`config.mk`:
```
export PLATFORM = sky130hd
export DESIGN_NAME = turfio_cin_top
export DESIGN_NICKNAME = d
export VERILOG_FILES = /design/src/design/turfio_pkg.sv /design/src/design/cin_lane_align.sv /design/src/design/cin_response_mux.sv /design/src/design/cin_train_monitor.sv /design/src/design/turfio_cin_top.sv /design/src/design/turfio_ctl_regs.sv
export SDC_FILE = /design/constraint.sdc
export NUM_CORES = 1
export LEC_CHECK = 0
export CAP_MARGIN = 20
export CORE_MARGIN = 3
export CORE_UTILIZATION = 55
export DETAILED_ROUTE_END_ITERATION = 6
export DONT_BUFFER_PORTS = 1
export PLACE_DENSITY = 0.85
export SYNTH_ARGS = -nofsm -noshare
export SYNTH_HDL_FRONTEND = slang
export SYNTH_SLANG_ARGS = --single-unit
```
`constraint.sdc`:
```
create_clock -name cin_clk_i -period 4.6 [get_ports cin_clk_i]
set_clock_uncertainty 0.15 [all_clocks]
set_input_delay 0.92 -clock cin_clk_i [delete_from_list [all_inputs] [get_ports cin_clk_i]]
set_output_delay 0.92 -clock cin_clk_i [all_outputs]
set_load 0.02 [all_outputs]
```
`src/design/turfio_pkg.sv`:
```
`default_nettype none

package turfio_pkg;

    // lane and word geometry
    localparam int NUM_LANES = 4;
    localparam int LANE_W = 4;
    localparam int WORD_W = 32;
    // WORD_W / LANE_W, one word per phase cycle
    localparam int NIBBLES_PER_WORD = 8;
    localparam int OFFSET_W = 3;
    localparam int SLIP_W = 2;
    localparam int LANE_IDX_W = $clog2(NUM_LANES);

    // idle pattern sent by the remote end while training
    localparam logic [WORD_W-1:0] TRAIN_WORD = 32'hA55A6996;

    // response stream flow control
    localparam int RESP_CREDITS = 4;
    localparam int CREDIT_W = $clog2(RESP_CREDITS + 1);

    // register port and counters
    localparam int REG_ADDR_W = 6;
    localparam int INTERVAL_W = 16;
    localparam int ERRCNT_W = 16;

    typedef logic [WORD_W-1:0] word_t;
    typedef logic [LANE_W-1:0] nibble_t;
    typedef logic [LANE_IDX_W-1:0] lane_idx_t;
    typedef logic [OFFSET_W-1:0] offset_t;
    typedef logic [SLIP_W-1:0] slip_t;
    typedef logic [ERRCNT_W-1:0] errcnt_t;
    typedef logic [INTERVAL_W-1:0] interval_t;
    typedef logic [REG_ADDR_W-1:0] reg_addr_t;

    // register map
    localparam reg_addr_t ADDR_GLOBAL = 'h00;
    localparam reg_addr_t ADDR_INTERVAL = 'h01;
    localparam reg_addr_t ADDR_OVERFLOW = 'h02;
    localparam reg_addr_t ADDR_LANE_BASE = 'h10;
    localparam int LANE_STRIDE = 4;
    // offsets inside one lane's block
    localparam int LANE_CTRL = 0;
    localparam int LANE_BITSLIP = 1;
    localparam int LANE_ERRCNT = 2;

endpackage

`default_nettype wire

```
`src/design/cin_lane_align.sv`:
```
`default_nettype none

module cin_lane_align
    import turfio_pkg::*;
(
    input  wire           cin_clk_i,
    input  wire           rst,
    input  wire           lane_rst_i,
    input  wire  nibble_t nibble_i,
    input  wire           bitslip_i,
    input  wire  offset_t offset_i,
    output word_t         word_o,
    output logic          word_stb_o
);

    // nibble from the previous cycle, bit 0 oldest
    nibble_t prev_nibble;
    // two nibbles back to back, older one in the low half
    logic [2*LANE_W-1:0] pair;
    // four bits starting at the slip position
    nibble_t picked;
    // bit slip count, wraps modulo 4
    slip_t slip;
    // free running word phase
    offset_t phase;
    // assembled nibbles, newest enters at the top
    word_t word_sr;

    assign pair = {nibble_i, prev_nibble};

    // slip 0 takes the previous nibble as is,
    // larger slips pull bits from the current one
    assign picked = pair[slip +: LANE_W];

    always_ff @(posedge cin_clk_i) begin
        prev_nibble <= nibble_i;
        // after 8 shifts the oldest nibble sits in bits 3:0
        word_sr <= {picked, word_sr[WORD_W-1:LANE_W]};
    end

    // slip count, cleared by global or lane reset
    always_ff @(posedge cin_clk_i) begin
        if (rst || lane_rst_i) begin
            slip <= '0;
        end else if (bitslip_i) begin
            slip <= slip + 1'b1;
        end
    end

    // phase steps 0..7 and is shared in timing by all lanes
    always_ff @(posedge cin_clk_i) begin
        if (rst) begin
            phase <= '0;
        end else if (phase == offset_t'(NIBBLES_PER_WORD - 1)) begin
            phase <= '0;
        end else begin
            phase <= phase + 1'b1;
        end
    end

    // the word register holds the last eight picked nibbles,
    // so it is complete whenever the phase hits the offset
    assign word_o = word_sr;
    assign word_stb_o = (phase == offset_i);

endmodule

`default_nettype wire

```
`src/design/cin_response_mux.sv`:
```
`default_nettype none

module cin_response_mux
    import turfio_pkg::*;
(
    input  wire                   cin_clk_i,
    input  wire                   rst,
    input  wire  word_t           lane_word_i [NUM_LANES],
    input  wire  [NUM_LANES-1:0]  lane_stb_i,
    input  wire  [NUM_LANES-1:0]  lane_enable_i,
    input  wire                   resp_credit_i,
    output logic                  resp_valid_o,
    output lane_idx_t             resp_lane_o,
    output word_t                 resp_data_o,
    output logic [NUM_LANES-1:0]  overflow_o
);

    // one word of storage per lane
    word_t hold_data [NUM_LANES];
    logic [NUM_LANES-1:0] hold_full;
    // credits left at the consumer
    logic [CREDIT_W-1:0] credit_cnt;
    // one extra bit before the clamp
    logic [CREDIT_W:0] credit_sum;
    // lane to look at first
    lane_idx_t rr_ptr;
    lane_idx_t pick_lane;
    logic pick_found;
    logic send;
    logic [NUM_LANES-1:0] sent;
    logic [NUM_LANES-1:0] capture;
    logic [NUM_LANES-1:0] accept;
    logic [NUM_LANES-1:0] drop;

    // first full hold register at or after rr_ptr
    always_comb begin
        lane_idx_t cand;
        pick_found = 1'b0;
        pick_lane = rr_ptr;
        for (int k = 0; k < NUM_LANES; k++) begin
            cand = lane_idx_t'((int'(rr_ptr) + k) % NUM_LANES);
            if (!pick_found && hold_full[cand]) begin
                pick_found = 1'b1;
                pick_lane = cand;
            end
        end
    end

    // the word on the output now already owns one credit
    assign send = pick_found && (credit_cnt > CREDIT_W'(resp_valid_o));

    always_comb begin
        for (int i = 0; i < NUM_LANES; i++) begin
            sent[i] = send && (pick_lane == lane_idx_t'(i));
            capture[i] = lane_stb_i[i] && lane_enable_i[i];
            // a register emptied this cycle can take the new word
            accept[i] = capture[i] && (!hold_full[i] || sent[i]);
            drop[i] = capture[i] && hold_full[i] && !sent[i];
        end
    end

    // spend on valid, refund on credit return
    assign credit_sum = (CREDIT_W + 1)'(credit_cnt) + (CREDIT_W + 1)'(resp_credit_i)
                      - (CREDIT_W + 1)'(resp_valid_o);

    always_ff @(posedge cin_clk_i) begin
        if (rst) begin
            resp_valid_o <= 1'b0;
            overflow_o <= '0;
            hold_full <= '0;
            rr_ptr <= '0;
            credit_cnt <= CREDIT_W'(RESP_CREDITS);
        end else begin
            resp_valid_o <= send;
            overflow_o <= drop;
            if (credit_sum > (CREDIT_W + 1)'(RESP_CREDITS)) begin
                credit_cnt <= CREDIT_W'(RESP_CREDITS);
            end else begin
                credit_cnt <= credit_sum[CREDIT_W-1:0];
            end
            // next search starts past the lane just served
            if (send) begin
                rr_ptr <= lane_idx_t'((int'(pick_lane) + 1) % NUM_LANES);
            end
            for (int i = 0; i < NUM_LANES; i++) begin
                if (accept[i]) begin
                    hold_full[i] <= 1'b1;
                end else if (sent[i]) begin
                    hold_full[i] <= 1'b0;
                end
            end
        end
    end

    // payload path
    always_ff @(posedge cin_clk_i) begin
        if (send) begin
            resp_lane_o <= pick_lane;
            resp_data_o <= hold_data[pick_lane];
        end
        for (int i = 0; i < NUM_LANES; i++) begin
            if (accept[i]) begin
                hold_data[i] <= lane_word_i[i];
            end
        end
    end

endmodule

`default_nettype wire

```
`src/design/cin_train_monitor.sv`:
```
`default_nettype none

module cin_train_monitor
    import turfio_pkg::*;
(
    input  wire             cin_clk_i,
    input  wire             rst,
    input  wire             lane_rst_i,
    input  wire  word_t     word_i,
    input  wire             word_stb_i,
    input  wire             enable_i,
    input  wire  interval_t interval_i,
    output errcnt_t         errcnt_o
);

    // words seen in the current interval
    interval_t word_cnt;
    // mismatching words in the current interval
    errcnt_t err_cnt;
    interval_t word_cnt_nxt;
    errcnt_t err_cnt_nxt;
    logic mismatch;
    logic interval_done;

    assign mismatch = (word_i != TRAIN_WORD);
    assign word_cnt_nxt = word_cnt + 1'b1;
    assign err_cnt_nxt = err_cnt + errcnt_t'(mismatch);

    // interval of zero never latches,
    // >= catches an interval lowered below the running count
    assign interval_done = (interval_i != '0) && (word_cnt_nxt >= interval_i);

    always_ff @(posedge cin_clk_i) begin
        if (rst || lane_rst_i) begin
            word_cnt <= '0;
            err_cnt <= '0;
            errcnt_o <= '0;
        end else if (word_stb_i && !enable_i) begin
            // training only runs while the lane is not forwarding data
            if (interval_done) begin
                errcnt_o <= err_cnt_nxt;
                word_cnt <= '0;
                err_cnt <= '0;
            end else begin
                word_cnt <= word_cnt_nxt;
                err_cnt <= err_cnt_nxt;
            end
        end
    end

endmodule

`default_nettype wire

```
`src/design/turfio_cin_top.sv`:
```
`default_nettype none

module turfio_cin_top
    import turfio_pkg::*;
(
    input  wire                           cin_clk_i,
    input  wire                           rst,
    input  wire                           reg_wr_i,
    input  wire                           reg_rd_i,
    input  wire  reg_addr_t               reg_addr_i,
    input  wire  word_t                   reg_wdata_i,
    output logic                          reg_ack_o,
    output word_t                         reg_rdata_o,
    input  wire  [NUM_LANES*LANE_W-1:0]   lane_nibble_i,
    output logic                          resp_valid_o,
    output lane_idx_t                     resp_lane_o,
    output word_t                         resp_data_o,
    input  wire                           resp_credit_i
);

    // controls fanned out from the register block
    wire offset_t offset;
    wire interval_t interval;
    wire [NUM_LANES-1:0] lane_enable;
    wire [NUM_LANES-1:0] lane_rst;
    wire [NUM_LANES-1:0] bitslip;
    // per lane results
    wire word_t lane_word [NUM_LANES];
    wire [NUM_LANES-1:0] lane_stb;
    wire errcnt_t lane_errcnt [NUM_LANES];
    wire [NUM_LANES-1:0] overflow;

    turfio_ctl_regs u_regs (
        .cin_clk_i     (cin_clk_i),
        .rst           (rst),
        .reg_wr_i      (reg_wr_i),
        .reg_rd_i      (reg_rd_i),
        .reg_addr_i    (reg_addr_i),
        .reg_wdata_i   (reg_wdata_i),
        .reg_ack_o     (reg_ack_o),
        .reg_rdata_o   (reg_rdata_o),
        .lane_errcnt_i (lane_errcnt),
        .overflow_i    (overflow),
        .offset_o      (offset),
        .interval_o    (interval),
        .lane_enable_o (lane_enable),
        .lane_rst_o    (lane_rst),
        .bitslip_o     (bitslip)
    );

    // one aligner and one training monitor per lane
    for (genvar n = 0; n < NUM_LANES; n++) begin : g_lane
        cin_lane_align u_align (
            .cin_clk_i  (cin_clk_i),
            .rst        (rst),
            .lane_rst_i (lane_rst[n]),
            .nibble_i   (lane_nibble_i[n*LANE_W +: LANE_W]),
            .bitslip_i  (bitslip[n]),
            .offset_i   (offset),
            .word_o     (lane_word[n]),
            .word_stb_o (lane_stb[n])
        );

        cin_train_monitor u_monitor (
            .cin_clk_i  (cin_clk_i),
            .rst        (rst),
            .lane_rst_i (lane_rst[n]),
            .word_i     (lane_word[n]),
            .word_stb_i (lane_stb[n]),
            .enable_i   (lane_enable[n]),
            .interval_i (interval),
            .errcnt_o   (lane_errcnt[n])
        );
    end

    cin_response_mux u_resp_mux (
        .cin_clk_i     (cin_clk_i),
        .rst           (rst),
        .lane_word_i   (lane_word),
        .lane_stb_i    (lane_stb),
        .lane_enable_i (lane_enable),
        .resp_credit_i (resp_credit_i),
        .resp_valid_o  (resp_valid_o),
        .resp_lane_o   (resp_lane_o),
        .resp_data_o   (resp_data_o),
        .overflow_o    (overflow)
    );

endmodule

`default_nettype wire

```
`src/design/turfio_ctl_regs.sv`:
```
`default_nettype none

module turfio_ctl_regs
    import turfio_pkg::*;
(
    input  wire                   cin_clk_i,
    input  wire                   rst,
    input  wire                   reg_wr_i,
    input  wire                   reg_rd_i,
    input  wire  reg_addr_t       reg_addr_i,
    input  wire  word_t           reg_wdata_i,
    output logic                  reg_ack_o,
    output word_t                 reg_rdata_o,
    input  wire  errcnt_t         lane_errcnt_i [NUM_LANES],
    input  wire  [NUM_LANES-1:0]  overflow_i,
    output offset_t               offset_o,
    output interval_t             interval_o,
    output logic [NUM_LANES-1:0]  lane_enable_o,
    output logic [NUM_LANES-1:0]  lane_rst_o,
    output logic [NUM_LANES-1:0]  bitslip_o
);

    // global write strobes
    logic wr_global;
    logic wr_interval;
    logic wr_overflow;
    // per lane write strobes
    logic [NUM_LANES-1:0] wr_ctrl;
    logic [NUM_LANES-1:0] wr_slip;
    // sticky drop flags
    logic [NUM_LANES-1:0] overflow_q;
    // write 1 to clear
    logic [NUM_LANES-1:0] overflow_clr;
    word_t rd_mux;

    // address of one register in a lane's block
    function automatic reg_addr_t lane_addr(input int lane, input int reg_off);
        lane_addr = reg_addr_t'(int'(ADDR_LANE_BASE) + lane * LANE_STRIDE + reg_off);
    endfunction

    assign wr_global = reg_wr_i && (reg_addr_i == ADDR_GLOBAL);
    assign wr_interval = reg_wr_i && (reg_addr_i == ADDR_INTERVAL);
    assign wr_overflow = reg_wr_i && (reg_addr_i == ADDR_OVERFLOW);
    assign overflow_clr = wr_overflow ? reg_wdata_i[NUM_LANES-1:0] : '0;

    always_comb begin
        for (int n = 0; n < NUM_LANES; n++) begin
            wr_ctrl[n] = reg_wr_i && (reg_addr_i == lane_addr(n, LANE_CTRL));
            // data is ignored, any write is one slip
            wr_slip[n] = reg_wr_i && (reg_addr_i == lane_addr(n, LANE_BITSLIP));
        end
    end

    always_ff @(posedge cin_clk_i) begin
        if (rst) begin
            reg_ack_o <= 1'b0;
            offset_o <= '0;
            interval_o <= '0;
            lane_enable_o <= '0;
            lane_rst_o <= '0;
            bitslip_o <= '0;
            overflow_q <= '0;
        end else begin
            // every request is answered on the next cycle
            reg_ack_o <= reg_wr_i || reg_rd_i;
            bitslip_o <= wr_slip;
            if (wr_global) begin
                offset_o <= reg_wdata_i[OFFSET_W-1:0];
            end
            if (wr_interval) begin
                interval_o <= reg_wdata_i[INTERVAL_W-1:0];
            end
            for (int n = 0; n < NUM_LANES; n++) begin
                if (wr_ctrl[n]) begin
                    lane_enable_o[n] <= reg_wdata_i[0];
                    // lane reset is a level, held until written back to 0
                    lane_rst_o[n] <= reg_wdata_i[1];
                end
            end
            // a new drop wins over a clear in the same cycle
            overflow_q <= (overflow_q & ~overflow_clr) | overflow_i;
        end
    end

    // readback select, unmapped and write-only addresses give zero
    always_comb begin
        rd_mux = '0;
        if (reg_addr_i == ADDR_GLOBAL) begin
            rd_mux = word_t'(offset_o);
        end else if (reg_addr_i == ADDR_INTERVAL) begin
            rd_mux = word_t'(interval_o);
        end else if (reg_addr_i == ADDR_OVERFLOW) begin
            rd_mux = word_t'(overflow_q);
        end
        for (int n = 0; n < NUM_LANES; n++) begin
            if (reg_addr_i == lane_addr(n, LANE_CTRL)) begin
                rd_mux = word_t'({lane_rst_o[n], lane_enable_o[n]});
            end
            if (reg_addr_i == lane_addr(n, LANE_ERRCNT)) begin
                rd_mux = word_t'(lane_errcnt_i[n]);
            end
        end
    end

    // read data lines up with the acknowledge
    always_ff @(posedge cin_clk_i) begin
        if (reg_rd_i) begin
            reg_rdata_o <= rd_mux;
        end
    end

endmodule

`default_nettype wire

```
Word-level counts from Yosys, hierarchy flattened
Memories as Yosys holds them, arrays and structs flattened. A register that Yosys moved wholly into a read port is not among the register bits. Index checks and enable logic that the tools add are counted.

Register bits after elaboration: 440. Memory bits (writable): 128. Bits of input ports: 59. Output and inout port bits: 68. Word-level logic and storage cells: 256. Memories kept: 1.

$add $sub $neg: 22. Magnitude comparators: 10. Equality and inequality tests: 29. Shift operators: 4. Multiplexer cells: 51. Bitwise operators: 3. Reductions and logical operators: 84.

Memory list: u_resp_mux.hold_data (depth 4, width 32, read ports 1, clocked after Yosys merged registers in 1, write ports 4, line cin_response_mux.sv:19) `word_t hold_data [NUM_LANES];`.

Operators by type and width (count): $mux 16 (18); $ne 32x32->1 const B (4); $eq 6x5->1 const B (12); $add 16x1->16 (4); $add 16x1->16 const B (4); $ge 16x16->1 (4); $logic_and 1x1->1 (43); $shiftx 8x3->4 (4); $mux 1 (24); $reduce_bool 16->1 (1); $logic_not 1->1 (15); $add 2x1->2 const B (6); $add 3x1->3 const B (4); $eq 3x3->1 (4); $eq 3x3->1 const B (4); $lt 2x3->1 const B (4); $reduce_or 10->1 (1); $reduce_or 2->1 (5); $logic_or 1x1->1 (9); $bmux 1 s2 (4); $mux 4 (2); $reduce_and 2->1 (4); $reduce_bool 2->1 (4); $eq 6x1->1 const B (1); other kinds (14) (18).

Logic depth before layout (Yosys ltp)
Depth in word-level cells: 18. Gate-level depth with buffers: 15. Gate-level depth less buffers: 13.

Hierarchy
Synthesis repeated with hierarchy kept, for this count alone.

Cell total of the unflattened synthesis: 2217. Area total of the unflattened synthesis: 24738.7 um^2.

By module, submodules not included: cin_train_monitor (g_lane[0].u_monitor ...) (times used 3, cells an instance 343, area an instance 2781.4 um^2, seq. area each 960.9 um^2); cin_response_mux (times used 1, cells an instance 351, area an instance 6715.2 um^2, seq. area each 5144.9 um^2); cin_lane_align (g_lane[0].u_align ...) (times used 3, cells an instance 60, area an instance 1041.0 um^2, seq. area each 820.8 um^2); cin_train_monitor (g_lane[3].u_monitor) (times used 1, cells an instance 342, area an instance 2783.9 um^2, seq. area each 960.9 um^2); turfio_ctl_regs (times used 1, cells an instance 255, area an instance 2735.1 um^2, seq. area each 1201.2 um^2); cin_lane_align (g_lane[3].u_align) (times used 1, cells an instance 60, area an instance 1037.2 um^2, seq. area each 820.8 um^2).

Least setup slack after synthesis
Ideal clock, no wire load.

Path type: reg2reg. From: reg u_resp_mux.resp_valid_o. To: mem u_resp_mux.hold_data[1][0] (netlist bit), enable pin. Setup time: 432 ps. Arrival: 4385 ps. Data required time: 4018 ps. Path slack: -367 ps. Stages on the path, launching flop included: 5. Buffers on the path: 0. Period minus slack after synthesis: 4967 ps. Path through: dfxtp_1 ha_1 a221oi_2 nand2_1 a21oi_1.

RTL lines: from (decl) (line cin_response_mux.sv:12) `output logic resp_valid_o,`; from (signal assigned) (line cin_response_mux.sv:74) `resp_valid_o <= send;`; to (decl) (line cin_response_mux.sv:19).

Final worst setup path
From: reg g_lane[1].u_monitor.word_cnt[0]. To: reg g_lane[1].u_monitor.word_cnt[14].

Cells in the longest elaborated chain, start to end: 4.

Ends and longest elaborated chain: from (decl) (line cin_train_monitor.sv:17) `interval_t word_cnt;`; from (signal assigned) (line cin_train_monitor.sv:45) `word_cnt <= word_cnt_nxt;`; $add 16x1->16 (*) (line cin_train_monitor.sv:26) `assign word_cnt_nxt = word_cnt + 1'b1;`; $ge 16x16->1 (line cin_train_monitor.sv:31) `assign interval_done = (interval_i != '0) && (word_cnt_nxt >= interval_i);`; $logic_and 1x1->1 (line cin_train_monitor.sv:31); $mux 16 (*) (line cin_train_monitor.sv:40) `if (interval_done) begin`.

Every way passes the cells marked *; elsewhere a longest branch is shown, timed or not. A chain may end at the register's enable or synchronous reset.

==> impl_metrics.yaml <==
power_and_ir_drop:
  ir_drop_uv: 287.3
  power_density_nw_per_um2: 393.5
  leakage_uw: 0.009515
timing:
  worst_pin_slew_ps: 1131
  rsz0062_at_grt: "false"
  period_share: 0.8652
  final-hold-violation-count: 0
  fin_tns_setup_ps: 0
  setup_viol: 0
  fin_worst_hold_slack_ps: 192.2
  setup_ws_ps: 620.1
  max_freq_ghz: 0.2513
  maxSlewHeadroom: 0.2457
  period_minus_slack_ps: 3980
  drv_slew: 0
routing:
  vias_per_cell: 5.907
  dr.pass1.iters: 6
  drt-total-wl_um: 56450
  ant_nets: 0
  num_vias: 16966
  drt-wirelength-per-cell_um: 19.65
  drtIter0Drc: 1440
  remaining_drc_errors: 0
place:
  hpwl_um: 39860
  io_buffers: 0
  place.gp.congestion: 0.9355
  pre_cts_ws_ps: 561.3
floorplanning:
  die_area_sq_um: 47250
  ios: 127
  dieWidth_um: 217.4
  fp.dieH_um: 217.4
  initial_core_util: 0.5630
  core-area_sq_um: 43650
  core.rowCount: 76
grt:
  grt_max_degree: 66
  antenna_found_initial: 0
  grt_pass1_wl_um: 88840
  globalRouteTotalUtil: 0.2353
  grt_pass1_vias: 16687
  grt_overflow: 0
worst_setup_path:
  crit_fanout: 14
  cp-start-kind: "register"
  criticalPathCategory: "reg2reg"
  cp.required_ps: 4980
  setup.worst_path.end_class: "register"
  cp.arrival_ps: 4360
yosys:
  yosys.area.top_type: "dfxtp_1"
  ys_seq_area_frac: 0.5482
  synth.top_cell.area_share: 0.3307
  synth-edff-count: 178
  synthCells: 2265
  synth_ff_type: "dfxtp_1"
  synth_cell_types: 70
  post_synth.cell_area_avg_sq_um: 10.85
  synth_area_sq_um: 24570
  synth.ff_latch_count: 584
  async_flop_share: 0
  synth_area_leaders: "dfxtp_1 33%, edfxtp_1 22%, mux2i_1 4.9%, ha_1 4.7%, xnor2_1 3.8%"
  yosysWarnings: 0
cells_and_area:
  layout_commonest_cell: "dfxtp_1"
  nNetsFinal: 2396
  fin_util: 0.6170
  drive_gt1_frac: 0.07390
  area_growth_pct: 9.582
  antenna_cells: 0
  layout_common_cells: "406 x dfxtp_1, 218 x nor2_1, 178 x edfxtp_1, 171 x nand2_1, 145 x a21oi_1"
cts:
  cts_resized: 0
  clk_latency_ps: 600
  clk_pin_slew_ps: 70
  clock-sinks: 584
  clockRootBuffer: "clkbuf_16"
  post_cts_buffers: 0
  clk_path_buf_depth: 3
  h-tree-depth: 2
  cts_tree: "yes"
  cts-buffers-inserted: 53
  cts_hold_buf: 0
min_path:
  hp-class: "in2reg"
run_status:
  status: "complete, no violations"
job:
  cap_viol_max_count: 0
logic make-up (layout without fill, tap and decap cells):
family / Yosys count / after routing / share of synthesized area
xor+xnor: 214 / 214 / 0.07627
fa+ha+maj: 94 / 94 / 0.04816
simple gates: 727 / 727 / 0.1466
mux: 139 / 139 / 0.06578
other cells: 1 / 16 / 0.0001526
flops: 584 / 584 / 0.5482
compound gates: 348 / 348 / 0.08691
buf+inv: 158 / 165 / 0.02785
worst max-delay path, cell delays in order (launching register included):
cell and delay (ps):
dfxtp_1 430, and3_1 180, nand3_1 170, nor2_1 380
xor2_1 250, ha_1 280, a2111oi_0 420, o21ai_0 160
a41oi_1 250, o21a_1 480, o21ai_1 320, buf_4 310
nor2_1 130
routing by layer:
| layer | GRT usage | share of wire | vias up |
|---|---|---|---|
| met5 | 0 | 0 | - |
| met4 | 0.08154 | 0.035 | 0 |
| met3 | 0.04189 | 0.072 | 135 |
| met2 | 0.4129 | 0.50 | 600 |
| met1 | 0.2934 | 0.40 | 8197 |
| li1 | - | - | 8034 |
sequential cells by signal, indices dropped and copies added, names as in the netlist, 12 cells and up:
signal,cells
g_lane.u_align.phase,12
g_lane.u_align.prev_nibble,16
g_lane.u_align.word_o,128
u_regs.reg_rdata_o,16
g_lane.u_monitor.errcnt_o,64
u_regs.interval_o,16
u_resp_mux.resp_data_o,32
u_resp_mux.hold_data,128
g_lane.u_monitor.err_cnt,64
g_lane.u_monitor.word_cnt,64
per-stage QoR:
| step | std cells | instance area, sq um | power, uW |
|---|---|---|---|
| floorplan | 2280 | 24640 | 6100 |
| global placement | 2769 | 25090 | 6216 |
| detailed placement | 2769 | 25090 | 6254 |
| CTS | 2868 | 26860 | 10630 |
| global route | 2872 | 26930 | 10920 |
| finish | 2872 | 26930 | 10600 |
power breakdown:
| group | switching [uW] | internal (uW) |
|---|---|---|
| Clock | 1950 | 2490 |
| Combinational | 385 | 211 |
| Sequential | 123 | 5440 |
| Total | 2450 | 8140 |
worst paths after layout:
| check | cells after the start | slack, ps | startpoint | to |
|---|---|---|---|---|
| worst max-delay path | 12 | 620 | g_lane[1].u_monitor.word_cnt[0]$_SDFFE_PP0P_ | g_lane[1].u_monitor.word_cnt[14]$_SDFFE_PP0P_ |
| worst min-delay path | 0 | 190 | lane_nibble_i[15] | g_lane[3].u_align.prev_nibble[3]$_DFF_P_ |
| worst max register to register | 12 | 620 | g_lane[1].u_monitor.word_cnt[0]$_SDFFE_PP0P_ | g_lane[1].u_monitor.word_cnt[14]$_SDFFE_PP0P_ |
| worst min register to register | 0 | 210 | g_lane[1].u_align.word_o[13]$_DFF_P_ | g_lane[1].u_align.word_o[9]$_DFF_P_ |
cell type report:
type                       count  area [sq um]
fill                        3279         16720
inverter                      36         135.1
sequential                   584         13470
multi-input combinational   1538         10550
clock inverter                25         264.0
timing repair buffer          30         261.5
clock buffer                  74          1510
tap                          585         732.0
cell usage after synthesis (16+ instances only):
library cell	instances
mux4_2	18
and3_1	28
xor2_1	107
nor4bb_1	31
o21ai_0	58
buf_4	16
nor2_1	218
inv_1	35
xnor2_1	107
dfxtp_1	406
nand2_1	172
ha_1	93
a22oi_1	16
clkbuf_1	83
a211oi_1	60
nor3_1	38
nand3_1	100
edfxtp_1	178
nand4_1	33
a21oi_1	149
nor4_1	16
mux2i_1	121
No activity file was read; power rests on OpenSTA's default activity.
